<file path="src/design/am_lock_pkg.sv">
`default_nettype none

package am_lock_pkg;

  localparam int NB_BLOCK    = 66;  // sync header plus 64 payload bits
  localparam int NB_AM       = 48;  // marker bits without bip3 and bip7
  localparam int N_LANES_MAX = 20;  // markers defined for 100g

  // lock fsm states
  typedef enum logic [1:0] {
    LOCK_INIT,    // hunting for a first marker on any lane
    WAIT_SECOND,  // first marker seen, waiting one period
    LOCKED,       // marker position confirmed
    SLIP          // locked but counting missing markers
  } am_lock_state_t;

  // marker of one lane packed as m0 m1 m2 m4 m5 m6, big endian
  function automatic logic [NB_AM-1:0] am_lane_value(input int unsigned lane);
    case (lane)
      0:       return 48'hc168_213e_97de;
      1:       return 48'h9d71_8e62_8e71;
      2:       return 48'h594b_e8a6_b417;
      3:       return 48'h4d95_7bb2_6a84;
      4:       return 48'hf507_090a_f8f6;
      5:       return 48'hdd14_c222_eb3d;
      6:       return 48'h9a4a_2665_b5d9;
      7:       return 48'h7b45_6684_ba99;
      8:       return 48'ha024_765f_db89;
      9:       return 48'h68c9_fb97_3604;
      10:      return 48'hfd6c_9902_9366;
      11:      return 48'hb991_5546_6eaa;
      12:      return 48'h5cb9_b2a3_464d;
      13:      return 48'h1af8_bde5_0742;
      14:      return 48'h83c7_ca7c_3835;
      15:      return 48'h3536_cdca_c932;
      16:      return 48'hc431_4c3b_ceb3;
      17:      return 48'hadd6_b752_2948;
      18:      return 48'h5f66_2aa0_99d5;
      19:      return 48'hc0f0_e53f_0f1a;
      default: return '0;  // no marker beyond lane 19
    endcase
  endfunction

endpackage

`default_nettype wire

</file>
<file path="src/design/am_block_slicer.sv">
`timescale 1ns/1ns
`default_nettype none

module am_block_slicer
  import am_lock_pkg::*;
(
  input  logic                i_clock,
  input  logic                i_arst_n,
  input  logic                i_valid,     // one block per strobe
  input  logic [NB_BLOCK-1:0] i_block,     // sync header in the two msbs
  output logic                o_valid,
  output logic                o_sh_ok,     // control header seen
  output logic [NB_AM-1:0]    o_am_value   // marker bytes for the comparator
);

  localparam logic [1:0] SH_CTRL = 2'b10;  // control block header

  logic [1:0]       sync_header;
  logic [NB_AM-1:0] am_bits;

  assign sync_header = i_block[NB_BLOCK-1 -: 2];

  // byte map after the header is m0 m1 m2 bip3 m4 m5 m6 bip7
  assign am_bits = {i_block[63:40],   // m0 m1 m2
                    i_block[31:8]};   // m4 m5 m6

  // strobe follows the input one cycle late
  always_ff @(posedge i_clock or negedge i_arst_n)
  begin
    if (!i_arst_n)
      o_valid <= 1'b0;
    else
      o_valid <= i_valid;
  end

  // payload only moves on accepted blocks
  always_ff @(posedge i_clock)
  begin
    if (i_valid)
    begin
      o_sh_ok    <= (sync_header == SH_CTRL);
      o_am_value <= am_bits;
    end
  end

endmodule

`default_nettype wire

</file>
<file path="src/design/am_lock_comparator.sv">
`timescale 1ns/1ns
`default_nettype none

module am_lock_comparator
  import am_lock_pkg::*;
#(
  parameter int N_ALIGNER = 20   // lanes searched
)
(
  input  logic                 i_enable_mask,   // fsm still hunting
  input  logic                 i_timer_done,    // marker expected now
  input  logic [NB_AM-1:0]     i_am_value,      // bits from the slicer
  input  logic [NB_AM-1:0]     i_compare_mask,  // cleared bits are don't care
  input  logic [N_ALIGNER-1:0] i_match_mask,    // lanes the fsm expects
  output logic                 o_am_match,
  output logic [N_ALIGNER-1:0] o_match_vector   // one bit per matching lane
);

  logic [N_ALIGNER-1:0] lane_hit;   // raw compare per lane
  logic                 any_hit;
  logic                 enable;

  // xnor per bit, masked bits forced to agree
  always_comb
  begin
    lane_hit = '0;
    for (int i = 0; i < N_ALIGNER; i++)
    begin
      lane_hit[i] = &(~(i_am_value ^ am_lane_value(i)) | ~i_compare_mask);
    end
  end

  assign o_match_vector = lane_hit & i_match_mask;  // only expected lanes
  assign any_hit        = |o_match_vector;
  assign enable         = i_enable_mask | i_timer_done;  // hunting or period end
  assign o_am_match     = any_hit & enable;

endmodule

`default_nettype wire

</file>
<file path="src/design/am_lock_fsm.sv">
`timescale 1ns/1ns
`default_nettype none

module am_lock_fsm
  import am_lock_pkg::*;
#(
  parameter int N_ALIGNER   = 20,
  parameter int AM_PERIOD   = 16384,   // valid blocks between markers
  parameter int MAX_INVALID = 4,       // misses before lock is lost
  parameter int NB_LANE_ID  = 5
)
(
  input  logic                  i_clock,
  input  logic                  i_arst_n,
  input  logic                  i_valid,         // registered block strobe
  input  logic                  i_sh_ok,
  input  logic                  i_am_match,
  input  logic [N_ALIGNER-1:0]  i_match_vector,
  output logic                  o_enable_mask,   // open compare while hunting
  output logic                  o_timer_done,
  output logic [N_ALIGNER-1:0]  o_match_mask,    // expected lane
  output logic                  o_am_lock,
  output logic [NB_LANE_ID-1:0] o_lane_id,
  output logic                  o_am_strobe      // one pulse per good marker
);

  localparam int NB_TIMER   = (AM_PERIOD > 1) ? $clog2(AM_PERIOD) : 1;
  localparam int NB_INVALID = $clog2(MAX_INVALID + 1);
  localparam logic [NB_TIMER-1:0]   TIMER_LOAD    = NB_TIMER'(AM_PERIOD - 1);
  localparam logic [NB_INVALID-1:0] INVALID_LIMIT = NB_INVALID'(MAX_INVALID);

  am_lock_state_t        state;
  logic [NB_TIMER-1:0]   timer;         // valid blocks left to next marker
  logic [NB_INVALID-1:0] invalid_cnt;   // consecutive missing markers
  logic [NB_INVALID-1:0] invalid_next;
  logic [N_ALIGNER-1:0]  match_mask;
  logic [NB_LANE_ID-1:0] lane_id;
  logic [NB_LANE_ID-1:0] lane_enc;
  logic                  am_lock;
  logic                  am_strobe;
  logic                  synced;
  logic                  timer_done;
  logic                  timer_load;
  logic                  marker_hit;    // good marker, slot gated by the comparator

  assign synced       = (state != LOCK_INIT);
  assign timer_done   = synced && i_valid && (timer == '0);
  assign marker_hit   = i_valid && i_sh_ok && i_am_match;
  assign timer_load   = marker_hit || timer_done;   // first marker or each marker slot
  assign invalid_next = invalid_cnt + 1'b1;

  // counts valid blocks only, gaps hold the count
  always_ff @(posedge i_clock or negedge i_arst_n)
  begin
    if (!i_arst_n)
      timer <= '0;
    else if (timer_load)
      timer <= TIMER_LOAD;
    else if (i_valid && (timer != '0))
      timer <= timer - 1'b1;
  end

  // lowest matching lane wins when a loose mask hits several
  always_comb
  begin
    lane_enc = '0;
    for (int i = N_ALIGNER - 1; i >= 0; i--)
    begin
      if (i_match_vector[i])
        lane_enc = NB_LANE_ID'(i);
    end
  end

  always_ff @(posedge i_clock or negedge i_arst_n)
  begin
    if (!i_arst_n)
    begin
      state       <= LOCK_INIT;
      match_mask  <= '1;             // all lanes searched
      lane_id     <= '0;
      invalid_cnt <= '0;
      am_lock     <= 1'b0;
      am_strobe   <= 1'b0;
    end
    else
    begin
      am_strobe <= 1'b0;             // single cycle pulse
      case (state)
        LOCK_INIT:
        begin
          if (marker_hit)
          begin
            match_mask <= i_match_vector;   // narrow search to this lane
            lane_id    <= lane_enc;
            state      <= WAIT_SECOND;
          end
        end
        WAIT_SECOND:
        begin
          if (marker_hit)
          begin
            am_lock     <= 1'b1;     // second marker one period later
            invalid_cnt <= '0;
            state       <= LOCKED;
          end
          else if (timer_done)
          begin
            match_mask <= '1;        // wrong or missing, hunt again
            lane_id    <= '0;
            state      <= LOCK_INIT;
          end
        end
        LOCKED, SLIP:
        begin
          if (marker_hit)
          begin
            invalid_cnt <= '0;
            am_strobe   <= 1'b1;
            state       <= LOCKED;
          end
          else if (timer_done)
          begin
            if (invalid_next == INVALID_LIMIT)
            begin
              am_lock     <= 1'b0;   // too many misses in a row
              match_mask  <= '1;
              lane_id     <= '0;
              invalid_cnt <= '0;
              state       <= LOCK_INIT;
            end
            else
            begin
              invalid_cnt <= invalid_next;
              state       <= SLIP;
            end
          end
        end
        default:
          state <= LOCK_INIT;
      endcase
    end
  end

  assign o_enable_mask = (state == LOCK_INIT);
  assign o_timer_done  = timer_done;
  assign o_match_mask  = match_mask;
  assign o_am_lock     = am_lock;
  assign o_lane_id     = lane_id;
  assign o_am_strobe   = am_strobe;

endmodule

`default_nettype wire

</file>
<file path="src/design/am_lock_top.sv">
`timescale 1ns/1ns
`default_nettype none

module am_lock_top
  import am_lock_pkg::*;
#(
  parameter int N_ALIGNER   = N_LANES_MAX,  // lanes searched
  parameter int AM_PERIOD   = 16384,        // blocks per marker period
  parameter int MAX_INVALID = 4,
  parameter int NB_LANE_ID  = 5
)
(
  input  logic                  i_clock,
  input  logic                  i_arst_n,
  input  logic                  i_valid,
  input  logic [NB_BLOCK-1:0]   i_block,
  input  logic [NB_AM-1:0]      i_compare_mask,  // static from config
  output logic                  o_am_lock,
  output logic [NB_LANE_ID-1:0] o_lane_id,
  output logic                  o_am_strobe
);

  logic                 blk_valid;
  logic                 blk_sh_ok;
  logic [NB_AM-1:0]     blk_am_value;
  logic                 enable_mask;
  logic                 timer_done;
  logic [N_ALIGNER-1:0] match_mask;
  logic                 am_match;
  logic [N_ALIGNER-1:0] match_vector;

  am_block_slicer u_slicer (
    .i_clock    (i_clock),
    .i_arst_n   (i_arst_n),
    .i_valid    (i_valid),
    .i_block    (i_block),
    .o_valid    (blk_valid),
    .o_sh_ok    (blk_sh_ok),
    .o_am_value (blk_am_value)
  );

  am_lock_comparator #(
    .N_ALIGNER (N_ALIGNER)
  ) u_comparator (
    .i_enable_mask  (enable_mask),
    .i_timer_done   (timer_done),
    .i_am_value     (blk_am_value),
    .i_compare_mask (i_compare_mask),
    .i_match_mask   (match_mask),
    .o_am_match     (am_match),
    .o_match_vector (match_vector)
  );

  am_lock_fsm #(
    .N_ALIGNER   (N_ALIGNER),
    .AM_PERIOD   (AM_PERIOD),
    .MAX_INVALID (MAX_INVALID),
    .NB_LANE_ID  (NB_LANE_ID)
  ) u_fsm (
    .i_clock        (i_clock),
    .i_arst_n       (i_arst_n),
    .i_valid        (blk_valid),
    .i_sh_ok        (blk_sh_ok),
    .i_am_match     (am_match),
    .i_match_vector (match_vector),
    .o_enable_mask  (enable_mask),
    .o_timer_done   (timer_done),
    .o_match_mask   (match_mask),
    .o_am_lock      (o_am_lock),
    .o_lane_id      (o_lane_id),
    .o_am_strobe    (o_am_strobe)
  );

endmodule

`default_nettype wire

</file>
<file path="config.mk">
export PLATFORM = sky130hd
export DESIGN_NAME = am_lock_top
export DESIGN_NICKNAME = d
export VERILOG_FILES = /design/src/design/am_lock_pkg.sv /design/src/design/am_block_slicer.sv /design/src/design/am_lock_comparator.sv /design/src/design/am_lock_fsm.sv /design/src/design/am_lock_top.sv
export SDC_FILE = /design/constraint.sdc
export NUM_CORES = 1
export LEC_CHECK = 0
export BUFFER_PORTS_ARGS = -buffer_cell sky130_fd_sc_hd__buf_2
export CAP_MARGIN = 10
export CORE_MARGIN = 5
export CORE_UTILIZATION = 50
export DETAILED_ROUTE_END_ITERATION = 6
export PLACE_DENSITY = 0.75
export SYNTH_ARGS = -nofsm -noshare
export SYNTH_HDL_FRONTEND = slang
export SYNTH_SLANG_ARGS = --single-unit
</file>
<file path="constraint.sdc">
create_clock -name i_clock -period 3.9 [get_ports i_clock]
set_input_delay 0.78 -clock i_clock [delete_from_list [all_inputs] [get_ports i_clock]]
set_output_delay 0.78 -clock i_clock [all_outputs]
set_load 0.02 [all_outputs]
</file>
==> After elaboration in Yosys (flattened, before gate mapping) <==
Cells that the tools add are included.
{ "classes": {"n_addsub": 2, "mul": 0, "div_mod_pow": 0, "magnitude_cmp": 0, "n_eq_ne": 14, "shifts": 0, "n_mux": 55, "bitwise": 64, "reduce_logical": 38} }
{ "op_table": {"columns": ["cell", "count"], "rows": [
  ["inverter 48 bit", 21],
  ["bitwise OR 48 bit", 20],
  ["AND reduction 48 bit", 20],
  ["inverter 24 bit", 20],
  ["two-way mux 5 bit", 26],
  ["two-way mux 20 bit", 6],
  ["one-hot mux 20 bit (3 select lines)", 1],
  ["two-way mux 14 bit", 2],
  ["bitwise AND 20 bit", 1],
  ["OR reduction 20 bit", 1],
  ["one-hot mux 5 bit (3 select lines)", 1],
  ["zero test 14 bit", 1],
  ["nonzero test 14 bit", 1],
  ["subtractor 14 x 1 -> 14 bit, second input constant", 1],
  ["two-way mux 2 bit", 6],
  ["two-way mux 3 bit", 4],
  ["!= test 2 bit, second input constant", 4],
  ["equality test 2 bit, second input constant", 3],
  ["two-way mux 1 bit", 6],
  ["!= test 2 x 1 -> 1 bit, second input constant", 3],
  ["!= test 3 x 2 -> 1 bit, second input constant", 2],
  ["one-hot mux 2 bit (3 select lines)", 1],
  ["one-hot mux 3 bit (2 select lines)", 1],
  ["AND reduction 3 bit", 2],
  ["13 further kinds", 19]
]} }
{ "totals": {"regBits": 96, "latchBits": 0, "ramBits": 0, "mem_bits_ro": 0, "output_inout_bits": 7, "word_cells": 183, "n_memories": 0} }

==> Logic depth before layout (Yosys ltp) <==
{ "logic_depth": {"depth_word": 27, "mapped_depth": 11, "mapped_depth_nobuf": 9} }

==> Cells and area by module <==
A second synthesis with hierarchy kept.
{ "hier_totals": {"hier_cells": 516, "hier_area_um2": 5236.3} }
{ "modules_own_cells": {"columns": ["module", "instances", "cells_each", "area_per_inst_um2", "seq_area_each_um2"], "rows": [
  ["am_lock_fsm", 1, 210, 2269.7, 1176.1],
  ["am_block_slicer", 1, 51, 1510.2, 1496.4],
  ["am_lock_comparator", 1, 255, 1456.4, 0.0]
]} }

==> Worst setup path before layout <==
No wires, ideal clock.
{ "synth_path": {"kind": "input to register", "startpoint": "in i_compare_mask[40]", "endpoint": "reg u_fsm.lane_id[2], in the netlist u_fsm.o_lane_id[2]", "setup_time_ps": 125, "t_arrival_ps": 2999, "required_time_ps": 3775, "path_slack_ps": 776, "stages": 10, "path_cell_list": "nand2b_1 > nand4_1 > nor3_1 > nand4_1 > nor3_1 > and4b_1 > a41o_1 > mux2_4 > buf_6 > mux2_4"} }
{ "synth_between": {"elab_chain_cells": 25, "elab_cells_between_ends": 70, "cone_classes": "eq/ne (3); mux (21); bitwise (23); reduce/logical (23)"} }
{ "synth_lines": {"columns": ["item", "line_no", "source"], "rows": [
  ["from (decl)", "am_lock_top.sv:17", "input logic [NB_AM-1:0] i_compare_mask,"],
  ["inverter 48 bit *", "am_lock_comparator.sv:29", "lane_hit[i] = &(~(i_am_value ^ am_lane_value(i)) | ~i_compare_mask);"],
  ["bitwise OR 48 bit", "am_lock_comparator.sv:29", null],
  ["AND reduction 48 bit", "am_lock_comparator.sv:29", null],
  ["bitwise AND 20 bit *", "am_lock_comparator.sv:33", "assign o_match_vector = lane_hit & i_match_mask;"],
  ["two-way mux 5 bit (19 in series)", "am_lock_fsm.sv:69", "if (i_match_vector[i])"],
  ["two-way mux 5 bit", "am_lock_fsm.sv:91", "if (marker_hit)"],
  ["one-hot mux 5 bit (3 select lines)", "am_lock_fsm.sv:88", "case (state)"],
  ["to (signal assigned)", "am_lock_fsm.sv:94", "lane_id <= lane_enc;"],
  ["to (decl)", "am_lock_fsm.sv:37", "logic [NB_LANE_ID-1:0] lane_id;"]
]} }
Every way passes the cells marked *; elsewhere a longest branch is shown, timed or not. The select of a mux whose other input is x is not followed.
A chain may end at the register's enable or synchronous reset.

==> Final worst setup path <==
{ "layout_path": {"startpoint": "in i_compare_mask[32]", "endpoint": "reg u_fsm.invalid_cnt[1]"} }
{ "layout_between": {"elab_chain_cells": 9, "elab_cells_between_ends": 50, "cone_classes": "eq/ne (2); mux (2); bitwise (23); reduce/logical (23)"} }
{ "layout_lines": {"columns": ["item", "line_no", "source"], "rows": [
  ["inverter 48 bit *", "am_lock_comparator.sv:29", null],
  ["bitwise OR 48 bit", "am_lock_comparator.sv:29", null],
  ["AND reduction 48 bit", "am_lock_comparator.sv:29", null],
  ["bitwise AND 20 bit *", "am_lock_comparator.sv:33", null],
  ["OR reduction 20 bit *", "am_lock_comparator.sv:34", "assign any_hit = |o_match_vector;"],
  ["bitwise AND 1 bit *", "am_lock_comparator.sv:36", "assign o_am_match = any_hit & enable;"],
  ["logical AND 1 bit *", "am_lock_fsm.sv:48", "assign marker_hit = i_valid && i_sh_ok && i_am_match;"],
  ["!= test 3 x 2 -> 1 bit (no source line) (tied with other cells)", null, null],
  ["AND reduction 3 bit (no source line) or one-hot mux 3 bit (2 select lines) (tied branches)", null, null],
  ["to (signal assigned)", "am_lock_fsm.sv:133", "invalid_cnt <= invalid_next;"],
  ["to (decl)", "am_lock_fsm.sv:34", "logic [NB_INVALID-1:0] invalid_cnt;"]
]} }
Every way passes the cells marked *; elsewhere a longest branch is shown, timed or not.

==> results.sh <==
export IMPL_outcome="finished clean"
export IMPL_fin_crit_sh_pct=85.4
export IMPL_dr_first_iter_drc_count=535
export IMPL_h_tree_depth=3
export IMPL_insertedDiodeCount=0
export IMPL_cts_root_buf="clkbuf_16"
export IMPL_drc=0
export IMPL_place_gp_congestion=0.979
export IMPL_rsz0062_at_grt="no"
export IMPL_yosysUniqueCellTypes=57
export IMPL_pre_cts_ws_ns=0.337
export IMPL_ys_ff_latch=96
export IMPL_rows=39
export IMPL_antenna_left=0
export IMPL_ir_drop_mv=0.343
export IMPL_drv_cap=0
export IMPL_worst_pin_slew_ns=1.12
export IMPL_ios=124
export IMPL_cts_setup_buffers=0
export IMPL_skew_ns=0.00665
export IMPL_die_w_um=118
export IMPL_multi_input_area_um2=3000
export IMPL_setup_violations=0
export IMPL_final_fill_count=959
export IMPL_dieHeight_um=118
export IMPL_cp_end_kind="flop"
export IMPL_vias_per_cell=6.24
export IMPL_area_growth_pct=24.0
export IMPL_clock_tree_buffer_depth=2
export IMPL_antenna_found_initial=0
export IMPL_timing_fmax_mhz=300
export IMPL_postCtsHoldBufs=0
export IMPL_start_util_pct=51.0
export IMPL_synth_most_common_cell="nand4_1"
export IMPL_syn_avg_cell_area_um2=9.29
export IMPL_cts_made_buffers=9
export IMPL_drive_gt1_share_pct=27.4
export IMPL_grt_max_degree=51
export IMPL_globalRoute_totalOverflow=0
export IMPL_async_flop_share_pct=49.0
export IMPL_cts_sinks=96
export IMPL_worstPathRequired_ns=4.14
export IMPL_hpwlAfterDp_mm=16.4
export IMPL_synthesis_area_um2=5800
export IMPL_io_buffers=107
export IMPL_tns_ns=0
export IMPL_cts_tree="built"
export IMPL_grt_util_all_layers_pct=29.2
export IMPL_syn_nets=744
export IMPL_netlist_top_cells_area="edfxtp_1, dfrtp_1, nand4_1"
export IMPL_slew_headroom_pct=25.3
export IMPL_synth_edff_count=49
export IMPL_clk_pin_slew_worst_paths_ns=0.06
export IMPL_power_density_nw_per_um2=356
export IMPL_wl_per_cell_um=21.6
export IMPL_core_area_um2=11400
export IMPL_p_leak_nw=2.82
export IMPL_crit_type="in2reg"
export IMPL_die_area_um2=13900
export IMPL_final_cells=936
export IMPL_first_pass_iters=5
export IMPL_yosysWarnings=0
export IMPL_grt_pass1_vias=6021
export IMPL_path_max_fanout=13
export IMPL_start_kind="input pin"
export IMPL_slew_violations=0
export IMPL_place_inst=920
export IMPL_finalWorstSetupSlack_ns=0.569
export IMPL_cp_arrival_ns=3.57
export IMPL_synth_area_leader_cell="edfxtp_1"
export IMPL_ys_top_cells_by_count="nand4_1, nand2_1, nand2b_1"
export IMPL_clkLatencyLatePin_ns=0.36
export IMPL_min_period_ns=3.33
export IMPL_ys_seq_area_share_pct=46.1
export IMPL_synth_top_cell_area_share_pct=25.4
export IMPL_synth_cells=624
export IMPL_via_count=5842
export IMPL_hold_viol_final=0
export IMPL_wl_mm=20.2
export IMPL_regArea_um2=2670
export IMPL_synth_main_ff_cell="edfxtp_1"
export IMPL_ctsResizeCount=0
export IMPL_utilization_pct=63.2
export IMPL_nets=908
export IMPL_holdCritPathClass="reg2reg"
export IMPL_grt_first_pass_wirelength_mm=32.1
==> per-layer routing <==
| layer | up-vias | GRT usage [%] | share of wire, % |
|---|---|---|---|
| met1 | 2800 | 36.3 | 40 |
| met3 | 41 | 5.33 | 6.6 |
| met2 | 251 | 50.9 | 51 |
| met4 | 0 | 9.82 | 2.6 |
| met5 | - | 0 | 0 |
| li1 | 2750 | - | - |
==> cell type report <==
type	instances	share of cell area, %
Sequential cell	96	37.2
Multi-Input combinational cell	496	41.7
Timing Repair Buffer	163	13.5
Inverter	22	1.15
Clock inverter	6	0.835
Clock buffer	10	3.18
Tap cell	143	2.49
==> state kept, by name, indices dropped and copies added, names as in the netlist <==
register / count
u_fsm.state: 2
u_slicer.o_am_value: 48
u_slicer.o_sh_ok: 1
u_slicer.o_valid: 1
u_fsm.timer: 14
u_fsm.o_am_strobe: 1
u_fsm.o_match_mask: 20
u_fsm.o_am_lock: 1
u_fsm.o_lane_id: 5
u_fsm.invalid_cnt: 3
==> where the power goes <==
group	internal, mW	switching (mW)
clock	0.493	0.384
combinational	0.171	0.291
sequential	1.16	0.0610
==> logic make-up after synthesis <==
logic type / share of synthesized area (%)
adders and majority gates: 0.647
DFF: 46.1
muxes: 1.75
and+or+nand+nor: 39.4
AOI/OAI and AO/OA: 8.89
xor gates and xnor gates: 1.06
buffers and inverters: 2.22
==> stage by stage <==
step	instance area (um2)	total power, mW	hold slack, ns
4_1_cts	7190	2.57	0.510
5_1_grt	7190	2.67	0.517
2_1_floorplan	5800	1.46	0.482
3_3_place_gp	6900	1.67	0.487
3_5_place_dp	6900	1.69	0.492
6_report	7190	2.56	0.509
==> worst paths after layout <==
kind / startpoint / to / slack, ns / depth (start not counted)
setup / recovery: i_compare_mask[32] / u_fsm.invalid_cnt[1] / 0.57 / 11
hold / removal: u_fsm.o_lane_id[4] / u_fsm.o_lane_id[4] / 0.51 / 1
setup reg to reg: u_slicer.o_am_value[8] / u_fsm.invalid_cnt[1] / 0.70 / 10
hold reg to reg: u_fsm.o_lane_id[4] / u_fsm.o_lane_id[4] / 0.51 / 1
max in group asynchronous: i_arst_n / u_fsm.o_lane_id[0] / 2.62 / 1
min in group asynchronous: i_arst_n / u_fsm.timer[2] / 0.63 / 1
==> worst max-delay path, stage by stage <==
cell,delay (ns)
buf_2,0.10
nand2b_1,0.11
nand4_1,0.40
nor3_1,0.57
nand4_1,0.38
nand4_1,0.25
nor4_2,0.10
a21oi_1,0.21
buf_4,0.24
a21oi_1,0.11
a211o_1,0.31
==> cell usage in the layout (no fill, tap or decap), types with 5 or more instances in the layout <==
| cell | instances |
|---|---|
| dfstp_2 | 20 |
| inv_1 | 22 |
| nor2_1 | 28 |
| a21o_1 | 5 |
| and4_1 | 8 |
| nand4_1 | 92 |
| nor4_1 | 45 |
| nand3_1 | 14 |
| buf_2 | 107 |
| clkbuf_16 | 9 |
| mux2_2 | 5 |
| nor3_1 | 42 |
| nor2b_1 | 5 |
| nand2b_1 | 52 |
| edfxtp_1 | 49 |
| o21a_1 | 14 |
| o21ai_0 | 12 |
| xnor2_1 | 5 |
| nand2_1 | 89 |
| buf_4 | 55 |
| dfrtp_1 | 27 |
| a21oi_1 | 9 |
(Power assumes the default switching activity.)
